### src/bridge_defines.svh
// Build-wide constants for the host command bridge.
// FIFO sizing, transmit back-pressure level, register map addresses
// and the identifier value.

`ifndef BRIDGE_DEFINES_SVH
`define BRIDGE_DEFINES_SVH

// byte FIFOs
`define FIFO_DEPTH          16
`define FIFO_ALMOST_MARGIN  2
`define TX_PROG_FULL        12

// register map
`define ADDR_ID             8'h00
`define ADDR_CONFIG_MODE    8'h01
`define ADDR_WORK_MODE      8'h02
`define REG_BASE            8'h10
`define REG_COUNT           16
`define BRIDGE_ID           8'hA3

`endif
### src/order_pkg.sv
// Types for host orders.
// Header byte codes, the sorter FSM states and the register address.

`default_nettype none

package order_pkg;

    //------------------------------
    // order header codes
    //------------------------------

    // any other header byte is unknown and skipped
    typedef enum logic [7:0] {
        ORD_WRITE = 8'h01,
        ORD_READ  = 8'h02
    } header_e;

    //------------------------------
    // sorter FSM
    //------------------------------

    typedef enum logic [2:0] {
        IDLE,
        ADDR,
        LEN_HI,
        LEN_LO,
        WRITE,
        READ
    } sorter_state_e;

    //------------------------------
    // register access
    //------------------------------

    typedef logic [7:0] reg_addr_t;

endpackage

`default_nettype wire

### src/ftdi_bus_pkg.sv
// Types for the host-side byte bus.
// A data byte and a FIFO fill level.

`default_nettype none

`include "bridge_defines.svh"

package ftdi_bus_pkg;

    //------------------------------
    // data path
    //------------------------------

    // one byte on the FT245 data bus or in a FIFO
    typedef logic [7:0] byte_t;

    //------------------------------
    // FIFO status
    //------------------------------

    // one extra bit so a full FIFO is representable
    typedef logic [$clog2(`FIFO_DEPTH):0] fifo_count_t;

endpackage

`default_nettype wire

### src/ftdi_bridge_top.sv
// Host command bridge top level.
// FTDI port, receive and transmit byte FIFOs, order sorter and
// register file.

`timescale 1ns/1ps
`default_nettype none

module ftdi_bridge_top (
    input  wire                 clk,
    input  wire                 rst_n,
    input  wire                 rxf_n,
    input  wire                 txe_n,
    input  ftdi_bus_pkg::byte_t data_in,
    output logic                rd_n,
    output logic                oe_n,
    output logic                wr_n,
    output logic                data_oe,
    output ftdi_bus_pkg::byte_t data_out,
    output ftdi_bus_pkg::byte_t config_mode,
    output ftdi_bus_pkg::byte_t work_mode
);

    // host -> sorter
    logic                      rx_push;
    ftdi_bus_pkg::byte_t       rx_byte;
    logic                      rx_almost_full;
    ftdi_bus_pkg::byte_t       rx_head;
    logic                      rx_empty;
    logic                      rx_pop;

    // register file -> host
    logic                      tx_empty;
    ftdi_bus_pkg::byte_t       tx_head;
    logic                      tx_pop;
    ftdi_bus_pkg::fifo_count_t tx_count;

    // sorter -> register file
    logic                      reg_write;
    logic                      reg_read;
    order_pkg::reg_addr_t      reg_addr;
    ftdi_bus_pkg::byte_t       reg_wdata;
    logic                      read_done;
    ftdi_bus_pkg::byte_t       read_data;

    //------------------------------
    // host side
    //------------------------------
    ftdi_port port_i (
        .clk(clk), .rst_n(rst_n),
        .rxf_n(rxf_n), .txe_n(txe_n), .data_in(data_in),
        .rd_n(rd_n), .oe_n(oe_n), .wr_n(wr_n),
        .data_oe(data_oe), .data_out(data_out),
        .rx_almost_full(rx_almost_full), .rx_push(rx_push), .rx_data(rx_byte),
        .tx_empty(tx_empty), .tx_head(tx_head), .tx_pop(tx_pop)
    );

    byte_fifo rx_fifo (
        .clk(clk), .rst_n(rst_n),
        .wr_en(rx_push), .wr_data(rx_byte), .rd_en(rx_pop),
        .rd_data(rx_head), .empty(rx_empty), .full(),
        .almost_full(rx_almost_full), .almost_empty(), .count()
    );

    byte_fifo tx_fifo (
        .clk(clk), .rst_n(rst_n),
        .wr_en(read_done), .wr_data(read_data), .rd_en(tx_pop),
        .rd_data(tx_head), .empty(tx_empty), .full(),
        .almost_full(), .almost_empty(), .count(tx_count)
    );

    //------------------------------
    // order handling
    //------------------------------
    order_sorter sorter_i (
        .clk(clk), .rst_n(rst_n),
        .rx_data(rx_head), .rx_empty(rx_empty), .rx_rd_en(rx_pop),
        .tx_count(tx_count),
        .reg_write(reg_write), .reg_read(reg_read),
        .reg_addr(reg_addr), .reg_wdata(reg_wdata)
    );

    register_file regs_i (
        .clk(clk), .rst_n(rst_n),
        .reg_write(reg_write), .reg_read(reg_read),
        .reg_addr(reg_addr), .reg_wdata(reg_wdata),
        .read_done(read_done), .read_data(read_data),
        .config_mode(config_mode), .work_mode(work_mode)
    );

endmodule

`default_nettype wire

### src/register_file.sv
// Bridge register map.
// Read-only identifier, two mode registers driving outputs and a bank
// of storage registers, with one-cycle reads.

`timescale 1ns/1ps
`default_nettype none

`include "bridge_defines.svh"

module register_file (
    input  wire                  clk,
    input  wire                  rst_n,
    input  wire                  reg_write,
    input  wire                  reg_read,
    input  order_pkg::reg_addr_t reg_addr,
    input  ftdi_bus_pkg::byte_t  reg_wdata,
    output logic                 read_done,
    output ftdi_bus_pkg::byte_t  read_data,
    output ftdi_bus_pkg::byte_t  config_mode,
    output ftdi_bus_pkg::byte_t  work_mode
);

    localparam int IDX_W = $clog2(`REG_COUNT);

    ftdi_bus_pkg::byte_t  storage [`REG_COUNT];
    order_pkg::reg_addr_t offset;
    logic                 in_storage;
    logic [IDX_W-1:0]     idx;

    // storage bank decode
    assign offset     = reg_addr - `REG_BASE;
    assign in_storage = (reg_addr >= `REG_BASE) && (offset < `REG_COUNT);
    assign idx        = offset[IDX_W-1:0];

    //------------------------------
    // mode registers
    //------------------------------
    always_ff @(posedge clk or negedge rst_n) begin
        if (!rst_n) begin
            config_mode <= '0;
            work_mode   <= '0;
            read_done   <= 1'b0;
        end else begin
            read_done <= reg_read;
            if (reg_write && reg_addr == `ADDR_CONFIG_MODE)
                config_mode <= reg_wdata;
            if (reg_write && reg_addr == `ADDR_WORK_MODE)
                work_mode <= reg_wdata;
        end
    end

    //------------------------------
    // storage and read port
    //------------------------------
    always_ff @(posedge clk) begin
        if (reg_write && in_storage)
            storage[idx] <= reg_wdata;
        if (reg_read) begin
            // id is constant, unmapped reads give zero
            if (reg_addr == `ADDR_ID)
                read_data <= `BRIDGE_ID;
            else if (reg_addr == `ADDR_CONFIG_MODE)
                read_data <= config_mode;
            else if (reg_addr == `ADDR_WORK_MODE)
                read_data <= work_mode;
            else if (in_storage)
                read_data <= storage[idx];
            else
                read_data <= 8'h00;
        end
    end

endmodule

`default_nettype wire

### src/order_sorter.sv
// Host order parser.
// Reads header, address and 16-bit length from the receive FIFO and
// issues register writes or reads, pausing reads on transmit back-pressure.

`timescale 1ns/1ps
`default_nettype none

`include "bridge_defines.svh"

module order_sorter (
    input  wire                       clk,
    input  wire                       rst_n,
    input  ftdi_bus_pkg::byte_t       rx_data,
    input  wire                       rx_empty,
    output logic                      rx_rd_en,
    input  ftdi_bus_pkg::fifo_count_t tx_count,
    output logic                      reg_write,
    output logic                      reg_read,
    output order_pkg::reg_addr_t      reg_addr,
    output ftdi_bus_pkg::byte_t       reg_wdata
);

    order_pkg::sorter_state_e state_q;
    order_pkg::reg_addr_t     addr_q;
    ftdi_bus_pkg::byte_t      len_hi_q;
    logic [15:0]              remaining_q;
    logic                     is_read_q;
    logic                     tx_stall;
    logic                     access;
    logic [15:0]              length;

    //------------------------------
    // strobes
    //------------------------------

    // read results still in flight fit in the slots above the threshold
    assign tx_stall = (tx_count >= ftdi_bus_pkg::fifo_count_t'(`TX_PROG_FULL));

    // READ is the only state that does not consume input bytes
    assign rx_rd_en  = !rx_empty && (state_q != order_pkg::READ);
    assign reg_write = (state_q == order_pkg::WRITE) && !rx_empty;
    assign reg_read  = (state_q == order_pkg::READ) && !tx_stall;
    assign reg_addr  = addr_q;
    assign reg_wdata = rx_data;

    assign access = reg_write || reg_read;
    assign length = {len_hi_q, rx_data};

    //------------------------------
    // order FSM
    //------------------------------
    always_ff @(posedge clk or negedge rst_n) begin
        if (!rst_n) begin
            state_q     <= order_pkg::IDLE;
            addr_q      <= '0;
            len_hi_q    <= '0;
            remaining_q <= '0;
            is_read_q   <= 1'b0;
        end else begin
            case (state_q)
                order_pkg::IDLE: begin
                    // unknown header bytes are popped and dropped
                    if (!rx_empty) begin
                        if (rx_data == order_pkg::ORD_WRITE) begin
                            is_read_q <= 1'b0;
                            state_q   <= order_pkg::ADDR;
                        end else if (rx_data == order_pkg::ORD_READ) begin
                            is_read_q <= 1'b1;
                            state_q   <= order_pkg::ADDR;
                        end
                    end
                end
                order_pkg::ADDR: begin
                    if (!rx_empty) begin
                        addr_q  <= rx_data;
                        state_q <= order_pkg::LEN_HI;
                    end
                end
                order_pkg::LEN_HI: begin
                    if (!rx_empty) begin
                        len_hi_q <= rx_data;
                        state_q  <= order_pkg::LEN_LO;
                    end
                end
                order_pkg::LEN_LO: begin
                    if (!rx_empty) begin
                        remaining_q <= length;
                        if (length == 16'd0)
                            state_q <= order_pkg::IDLE;
                        else if (is_read_q)
                            state_q <= order_pkg::READ;
                        else
                            state_q <= order_pkg::WRITE;
                    end
                end
                order_pkg::WRITE,
                order_pkg::READ: begin
                    if (access) begin
                        remaining_q <= remaining_q - 16'd1;
                        if (remaining_q == 16'd1)
                            state_q <= order_pkg::IDLE;
                    end
                end
                default: state_q <= order_pkg::IDLE;
            endcase
        end
    end

endmodule

`default_nettype wire

### src/ftdi_port.sv
// FT245-style pin handshake.
// Moves host bytes into the receive FIFO and transmit FIFO bytes out
// to the host, with fixed read priority.

`timescale 1ns/1ps
`default_nettype none

module ftdi_port (
    input  wire                 clk,
    input  wire                 rst_n,
    input  wire                 rxf_n,
    input  wire                 txe_n,
    input  ftdi_bus_pkg::byte_t data_in,
    output logic                rd_n,
    output logic                oe_n,
    output logic                wr_n,
    output logic                data_oe,
    output ftdi_bus_pkg::byte_t data_out,
    input  wire                 rx_almost_full,
    output logic                rx_push,
    output ftdi_bus_pkg::byte_t rx_data,
    input  wire                 tx_empty,
    input  ftdi_bus_pkg::byte_t tx_head,
    output logic                tx_pop
);

    typedef enum logic [1:0] {
        ST_IDLE,
        ST_RD_EN,
        ST_READ,
        ST_WRITE
    } port_state_e;

    port_state_e state_q;
    port_state_e state_d;
    logic        rd_req;
    logic        wr_req;

    // host has data and there is room to take it
    assign rd_req = !rxf_n && !rx_almost_full;
    assign wr_req = !txe_n && !tx_empty;

    //------------------------------
    // state machine
    //------------------------------
    always_comb begin
        state_d = state_q;
        case (state_q)
            ST_IDLE: begin
                // reads win over writes
                if (rd_req)
                    state_d = ST_RD_EN;
                else if (wr_req)
                    state_d = ST_WRITE;
            end
            ST_RD_EN,
            ST_READ: begin
                state_d = rd_req ? ST_READ : ST_IDLE;
            end
            ST_WRITE: begin
                // go back through idle so a pending read gets the bus
                if (tx_empty || rd_req)
                    state_d = ST_IDLE;
            end
            default: state_d = ST_IDLE;
        endcase
    end

    always_ff @(posedge clk or negedge rst_n) begin
        if (!rst_n)
            state_q <= ST_IDLE;
        else
            state_q <= state_d;
    end

    //------------------------------
    // pins and FIFO strobes
    //------------------------------
    assign oe_n    = !(state_q == ST_RD_EN || state_q == ST_READ);
    assign rd_n    = !(state_q == ST_READ);
    // wr_n stays high once the last byte has left
    assign wr_n    = !(state_q == ST_WRITE && !tx_empty);
    assign data_oe = (state_q == ST_WRITE);
    assign data_out = tx_head;

    // a byte moves on every cycle both sides are low
    assign rx_push = !rd_n && !rxf_n;
    assign rx_data = data_in;
    assign tx_pop  = !wr_n && !txe_n;

endmodule

`default_nettype wire

### src/byte_fifo.sv
// Synchronous byte FIFO with first-word-fall-through output.
// Fill level, full/empty and almost-full/almost-empty flags.

`timescale 1ns/1ps
`default_nettype none

`include "bridge_defines.svh"

module byte_fifo (
    input  wire                      clk,
    input  wire                      rst_n,
    input  wire                      wr_en,
    input  ftdi_bus_pkg::byte_t      wr_data,
    input  wire                      rd_en,
    output ftdi_bus_pkg::byte_t      rd_data,
    output logic                     empty,
    output logic                     full,
    output logic                     almost_full,
    output logic                     almost_empty,
    output ftdi_bus_pkg::fifo_count_t count
);

    localparam int PTR_W = $clog2(`FIFO_DEPTH);

    ftdi_bus_pkg::byte_t mem [`FIFO_DEPTH];
    logic [PTR_W-1:0]    wr_ptr;
    logic [PTR_W-1:0]    rd_ptr;
    logic                push_ok;
    logic                pop_ok;

    // requests against a full or empty buffer are dropped
    assign push_ok = wr_en && !full;
    assign pop_ok  = rd_en && !empty;

    always_ff @(posedge clk or negedge rst_n) begin
        if (!rst_n) begin
            wr_ptr <= '0;
            rd_ptr <= '0;
            count  <= '0;
        end else begin
            if (push_ok)
                wr_ptr <= wr_ptr + 1'b1;
            if (pop_ok)
                rd_ptr <= rd_ptr + 1'b1;
            case ({push_ok, pop_ok})
                2'b10:   count <= count + 1'b1;
                2'b01:   count <= count - 1'b1;
                default: count <= count;
            endcase
        end
    end

    always_ff @(posedge clk) begin
        if (push_ok)
            mem[wr_ptr] <= wr_data;
    end

    // head of queue shows without a pop
    assign rd_data = mem[rd_ptr];

    //------------------------------
    // status flags
    //------------------------------
    assign empty        = (count == '0);
    assign full         = (count == ftdi_bus_pkg::fifo_count_t'(`FIFO_DEPTH));
    assign almost_full  = (count >= ftdi_bus_pkg::fifo_count_t'(`FIFO_DEPTH - `FIFO_ALMOST_MARGIN));
    assign almost_empty = (count <= ftdi_bus_pkg::fifo_count_t'(`FIFO_ALMOST_MARGIN));

endmodule

`default_nettype wire

### config.mk
export PLATFORM = sky130hd
export DESIGN_NAME = ftdi_bridge_top
export DESIGN_NICKNAME = d
export VERILOG_FILES = /design/src/order_pkg.sv /design/src/ftdi_bus_pkg.sv /design/src/ftdi_bridge_top.sv /design/src/register_file.sv /design/src/order_sorter.sv /design/src/ftdi_port.sv /design/src/byte_fifo.sv
export VERILOG_INCLUDE_DIRS = /design/src
export SDC_FILE = /design/constraint.sdc
export NUM_CORES = 1
export LEC_CHECK = 0
export BUFFER_PORTS_ARGS = -buffer_cell sky130_fd_sc_hd__buf_4
export CAP_MARGIN = 25
export CORE_MARGIN = 10
export CORE_UTILIZATION = 60
export CTS_CLUSTER_DIAMETER = 80
export DETAILED_ROUTE_END_ITERATION = 7
export PLACE_DENSITY = 0.77
export SYNTH_ARGS = -nofsm -noshare
export SYNTH_HDL_FRONTEND = slang
export SYNTH_HIERARCHICAL = 1
export SYNTH_SLANG_ARGS = --single-unit
export TNS_END_PERCENT = 100
### constraint.sdc
create_clock -name clk -period 4.1 [get_ports clk]
set_clock_uncertainty 0.15 [all_clocks]
set_input_delay 0.82 -clock clk [delete_from_list [all_inputs] [get_ports clk]]
set_output_delay 0.82 -clock clk [all_outputs]
set_load 0.01 [all_outputs]
Word level (Yosys, flattened, before mapping)
Memory sizes are Yosys's and may differ from the RTL's.
Index checks and enable logic that the tools add are counted.
- register bits after elaboration: 89
- bits in writable memories: 384
- input port bits: 12
- output and inout bits: 28
- word-level logic and storage cells: 143
- memories: 3
- add/sub/neg operators: 10
- order comparisons: 4
- equal/unequal tests: 29
- multiplexer cells: 32
- bitwise operators: 1
- reductions and logical operators: 48
- memories (memory ; depth ; bits a word ; rd ports ; clocked after Yosys merged registers in ; write ports ; line ; text):
    regs_i.storage ; 16 ; 8 ; 1 ; 0 ; 1 ; register_file.sv:25 ; ftdi_bus_pkg::byte_t storage [`REG_COUNT];
    rx_fifo.mem ; 16 ; 8 ; 1 ; 0 ; 1 ; byte_fifo.sv:25 ; ftdi_bus_pkg::byte_t mem [`FIFO_DEPTH];
    tx_fifo.mem ; 16 ; 8 ; 1 ; 0 ; 1 ; byte_fifo.sv:25 ;
- operator list (cell ; number):
    two-way mux 16 bit ; 2
    one-hot mux 16 bit (2 select lines) ; 1
    two-way mux 3 bit ; 9
    two-way mux 8 bit ; 3
    one-hot mux 5 bit (2 select lines) ; 2
    adder 4 x 1 -> 4 bit (second input constant) ; 4
    == test 16 x 1 -> 1 bit (second input constant) ; 1
    == test 8 x 1 -> 1 bit (second input constant) ; 2
    == test 8 x 2 -> 1 bit (second input constant) ; 2
    logical AND 1 bit ; 16
    logical NOT 16 bit ; 1
    subtractor 16 x 1 -> 16 bit (second input constant) ; 1
    one-hot mux 3 bit (5 select lines) ; 1
    logical NOT 1 bit ; 11
    adder 5 x 1 -> 5 bit (second input constant) ; 2
    == test 5 bit (second input constant) ; 2
    >= comparator 5 x 4 -> 1 bit (second input constant) ; 2
    logical NOT 5 bit ; 2
    subtractor 5 x 1 -> 5 bit (second input constant) ; 2
    two-way mux 1 bit ; 9
    == test 2 bit (second input constant) ; 4
    >= comparator 8 x 5 -> 1 bit (second input constant) ; 1
    logical NOT 8 bit ; 1
    less-than comparator 8 x 5 -> 1 bit (second input constant) ; 1
    20 further kinds ; 42

Logic depth before layout (Yosys ltp)
- word-level depth: 7
- mapped depth: 15

By module
The synthesis kept the hierarchy.
- by module, submodules not included (module ; times used ; cells an instance ; area each (um2) ; sequential area each (um2)):
    byte_fifo ; 2 ; 335 ; 5805.6 ; 4169.0
    register_file ; 1 ; 308 ; 6079.6 ; 4509.3
    order_sorter ; 1 ; 211 ; 2223.4 ; 900.9
    ftdi_port ; 1 ; 35 ; 311.5 ; 50.0

Worst setup path before layout
No wires, ideal clock.
- kind: reg2reg
- from: register tx_fifo.count[4]
- to: register tx_fifo.count[4]
- library setup time: 0.124 ns
- arrival time: 2.829 ns
- data required time: 3.826 ns
- setup slack: 0.997 ns
- cell stages (with the launch flop): 14
- buffers on the path: 1
- period minus slack after synthesis: 3.103 ns
- path through: dfrtp_1 > or3_4 > nor3_4 > nand2b_4 > nor2_1 > nor2b_2 > buf_6 > ha_1 > ha_1 > nor2b_1 > o21ai_0 > a21oi_1 > or3b_1 > xnor2_1
- cells in the longest elaborated chain, start to end: 7
- elaborated cells on any way between the ends: 14
- those cells by class: 2 x add/sub; 3 x eq/ne; 1 x mux; 8 x reduce/logical
- RTL lines (element ; line ; text):
    from (decl) ; byte_fifo.sv:20 ; output ftdi_bus_pkg::fifo_count_t count
    from (signal assigned) ; byte_fifo.sv:46 ; 2'b10: count <= count + 1'b1;
    from (signal assigned) ; byte_fifo.sv:47 ; 2'b01: count <= count - 1'b1;
    from (signal assigned) ; byte_fifo.sv:48 ; default: count <= count;
    logical NOT 5 bit (*) ; byte_fifo.sv:64 ; assign empty = (count == '0);
    named net tx_empty ; ftdi_bridge_top.sv:32 ; logic tx_empty;
    logical NOT 1 bit (*) ; ftdi_port.sv:82 ; assign wr_n = !(state_q == ST_WRITE && !tx_empty);
    logical AND 1 bit (*) ; ftdi_port.sv:82 ;
    logical AND 1 bit (*) ; ftdi_port.sv:89 ; assign tx_pop = !wr_n && !txe_n;
    named net tx_pop ; ftdi_bridge_top.sv:34 ; logic tx_pop;
    logical AND 1 bit (*) ; byte_fifo.sv:33 ; assign pop_ok = rd_en && !empty;
    named net tx_fifo.pop_ok ; byte_fifo.sv:29 ; logic pop_ok;
    == test 2 x 1 -> 1 bit or == test 2 bit (tied branches) ; byte_fifo.sv:45 ; case ({push_ok, pop_ok})
    one-hot mux 5 bit (2 select lines) or nonzero test 2 bit (tied branches) ; -- ;
Mark *: on every way through the listed nets, which the timed path passes. The rest lies on a longest branch.
A chain may end at the register's enable or synchronous reset.

Worst setup path in the final report
- from: register tx_fifo.rd_ptr[0]
- to: output data_out[0]
- cells in the longest elaborated chain, start to end: 1
- RTL lines (element ; line ; text):
    from (decl) ; byte_fifo.sv:27 ; logic [PTR_W-1:0] rd_ptr;
    from (signal assigned) ; byte_fifo.sv:44 ; rd_ptr <= rd_ptr + 1'b1;
    memory read (16 x 8 bit) ; -- ;
    to (decl) ; ftdi_bridge_top.sv:18 ; output ftdi_bus_pkg::byte_t data_out,
No other way between the ends.

==> flow_summary.yaml <==
outcome:
  status: "completed"
power_and_ir_drop:
  power_density_nw_per_um2: 735
  power.total_mw: 16.4
  worst_ir_drop_vdd_mv: 0.550
  p_leak_nw: 7.78
cells_and_area:
  syn2layout_area_growth_pct: 10.2
  fin_util_pct: 66.7
  fill_cells: 2229
  fin_nets: 1293
  drive_gt1_share_pct: 22.2
  layoutNonFillerInstCount: 1739
  antenna_cells: 0
global_routing:
  grt_overflow_total: 0
  grt_pass1_vias: 11100
  grt_max_degree: 60
  antenna_found_initial: 0
  grt_pass1_wl_mm: 64.8
  grt_usage_pct: 20.0
floorplanning:
  chipWidth_um: 203
  ios: 40
  die_h_um: 203
  start_util_pct: 60.5
  fp.coreArea_um2: 33400
  die-area_um2: 41400
  rows: 67
timing:
  min_period_over_period_pct: 89.0
  drv_slew: 0
  timing.fmax_mhz: 274
  rsz0062_at_grt: "false"
  finalCriticalPeriod_ns: 3.65
  setup_viol: 0
  finalSetupTns_ns: 0
  finalHoldViolations: 0
  worstMarginPinSlew_ns: 0.953
  relSlewSlack_pct: 36.2
setup_path:
  worstSetupStartpointType: "flip-flop"
  cp_max_fo: 22
  reg2reg_slack_ns: 0.76
  crit_path_end_kind: "output pin"
  worstPathRequired_ns: 3.13
  critical_path.most_common_cell: "o21ai_0"
  crit_slowest_cell: "dfrtp_2"
  crit_arrival_ns: 2.68
  crit_chain: "buf_12 > mux2_2 > o21ai_0 > a21oi_1 > o21ai_0 > nand2_1 > buf_4"
  slowest_delay_ns: 0.78
  path_class: "flip-flop to output pin"
routing:
  wl_per_cell_um: 23.7
  finalWirelength_mm: 41.3
  firstDrtPassIters: 7
  drtAntennaViolNets: 0
  dr_total_vias: 11000
  via_per_inst: 6.32
  drc_errors: 0
  drt_iter0_drc: 922
logic_synthesis:
  syn-num-nets: 1257
  synthCells: 1219
  syn_area_per_cell_um2: 16.6
  yosys_warnings: 6
  synth_area_um2: 20200
clock_tree:
  clk_pin_slew_ns: 0.06
  cts_setup_buffers: 0
  cts_sinks: 473
  h-tree-depth: 2
  cts_root_buf: "clkbuf_16"
  cts_tree: "done"
  ctsHoldBuffers: 0
  cts_resized: 0
  cts_buffers: 46
  clk_path_buf_depth: 3
  insertion_delay_ns: 0.56
min_path:
  hold_path.class: "input port to asynchronous set/reset pin"
placed_design:
  routabilityCongestion: 0.841
  dp_cells: 1653
  dp_hpwl_mm: 25.8
  port_buffers: 39
flow_run:
  drv_cap: 0
critical path, delay by kind of cell (launching register included):
| kind | cells | cell delay (ns) |
|---|---|---|
| flops | 1 | 0.78 |
| simple gates | 1 | 0.09 |
| mux | 1 | 0.34 |
| buf+inv | 2 | 0.40 |
| compound gates | 3 | 0.52 |
registers in the layout, indices dropped and copies added (netlist names):
| register | count |
|---|---|
| regs_i/storage | 128 |
| rx_fifo/mem | 128 |
| tx_fifo/mem | 128 |
| sorter_i/remaining_q | 16 |
| regs_i/config_mode | 8 |
| regs_i/read_data | 8 |
| regs_i/work_mode | 8 |
| sorter_i/len_hi_q | 8 |
| sorter_i/reg_addr | 8 |
| rx_fifo/count | 5 |
| tx_fifo/count | 5 |
| rx_fifo/rd_ptr | 4 |
| rx_fifo/wr_ptr | 4 |
| tx_fifo/rd_ptr | 4 |
| tx_fifo/wr_ptr | 4 |
| sorter_i/state_q | 3 |
| port_i/state_q | 2 |
| regs_i/read_done | 1 |
| sorter_i/is_read_q | 1 |
per-stage QoR:
stage	setup slack (ns)	area [µm²]	hold slack, ns
2_1_floorplan	1.02	20200	0.325
3_3_place_gp	0.813	20800	0.352
3_5_place_dp	0.768	20800	0.361
4_1_cts	0.362	22200	0.216
5_1_grt	0.367	22300	0.245
6_report	0.451	22300	0.173
power breakdown:
part / leakage, nW / total (mW) / internal, mW / switching (mW)
combinational: 2.55 / 5.39 / 2.34 / 3.04
sequential: 4.52 / 6.82 / 6.09 / 0.731
clock: 0.710 / 4.16 / 2.43 / 1.73
final cells by class:
type	count	area (µm²)	area share (%)
Inverter	31	116	0.523
Tap cell	448	561	2.52
Sequential cell	473	13800	62.0
Clock inverter	20	239	1.07
Clock buffer	64	1240	5.57
Multi-Input combinational cell	625	5670	25.5
Timing Repair Buffer	78	636	2.85
routing by layer:
layer | track usage (%) | part of all wire [%] | vias to the layer above
met5 | 0 | 0 | -
met2 | 31.7 | 49 | 473
met4 | 5.92 | 2.3 | 0
li1 | - | - | 4819
met3 | 4.22 | 8.1 | 82
met1 | 27.6 | 41 | 5624
worst paths after layout:
kind                                          startpoint                       end  depth (start not counted)
worst min register to register  sorter_i/remaining_q[14]  sorter_i/remaining_q[14]                          1
worst min-delay path                               rst_n         port_i/state_q[0]                          1
worst max register to register         rx_fifo/rd_ptr[0]       sorter_i/state_q[0]                         10
max in group asynchronous                          rst_n       regs_i/work_mode[6]                          2
min in group clk                sorter_i/remaining_q[14]  sorter_i/remaining_q[14]                          1
worst max-delay path                   tx_fifo/rd_ptr[0]               data_out[0]                          7
placed cells by master (no fill, tap or decap), types with 5 or more instances in the layout:
cell type and count:
mux4_2 64, bufinv_16 5, nand2_1 45, o2bb2ai_1 6, xor2_1 8, nor3_1 17, ha_1 24, nand3_1 17
nor4_1 7, nand4_1 8, xnor2_1 14, clkbuf_16 47, and2_1 5, nor3_4 5, nor2_1 52, edfxtp_1 392
nor2b_1 6, a31oi_1 5, clkinv_1 9, a221oi_1 17, o21ai_0 47, a21oi_1 48, mux2i_1 67, buf_4 74
a2bb2oi_1 5, clkbuf_1 17, a22oi_1 24, nand2b_1 11, o22ai_1 5, dfrtp_1 78, inv_1 31, mux2_2 49
Power figures use the tool's default switching activity.
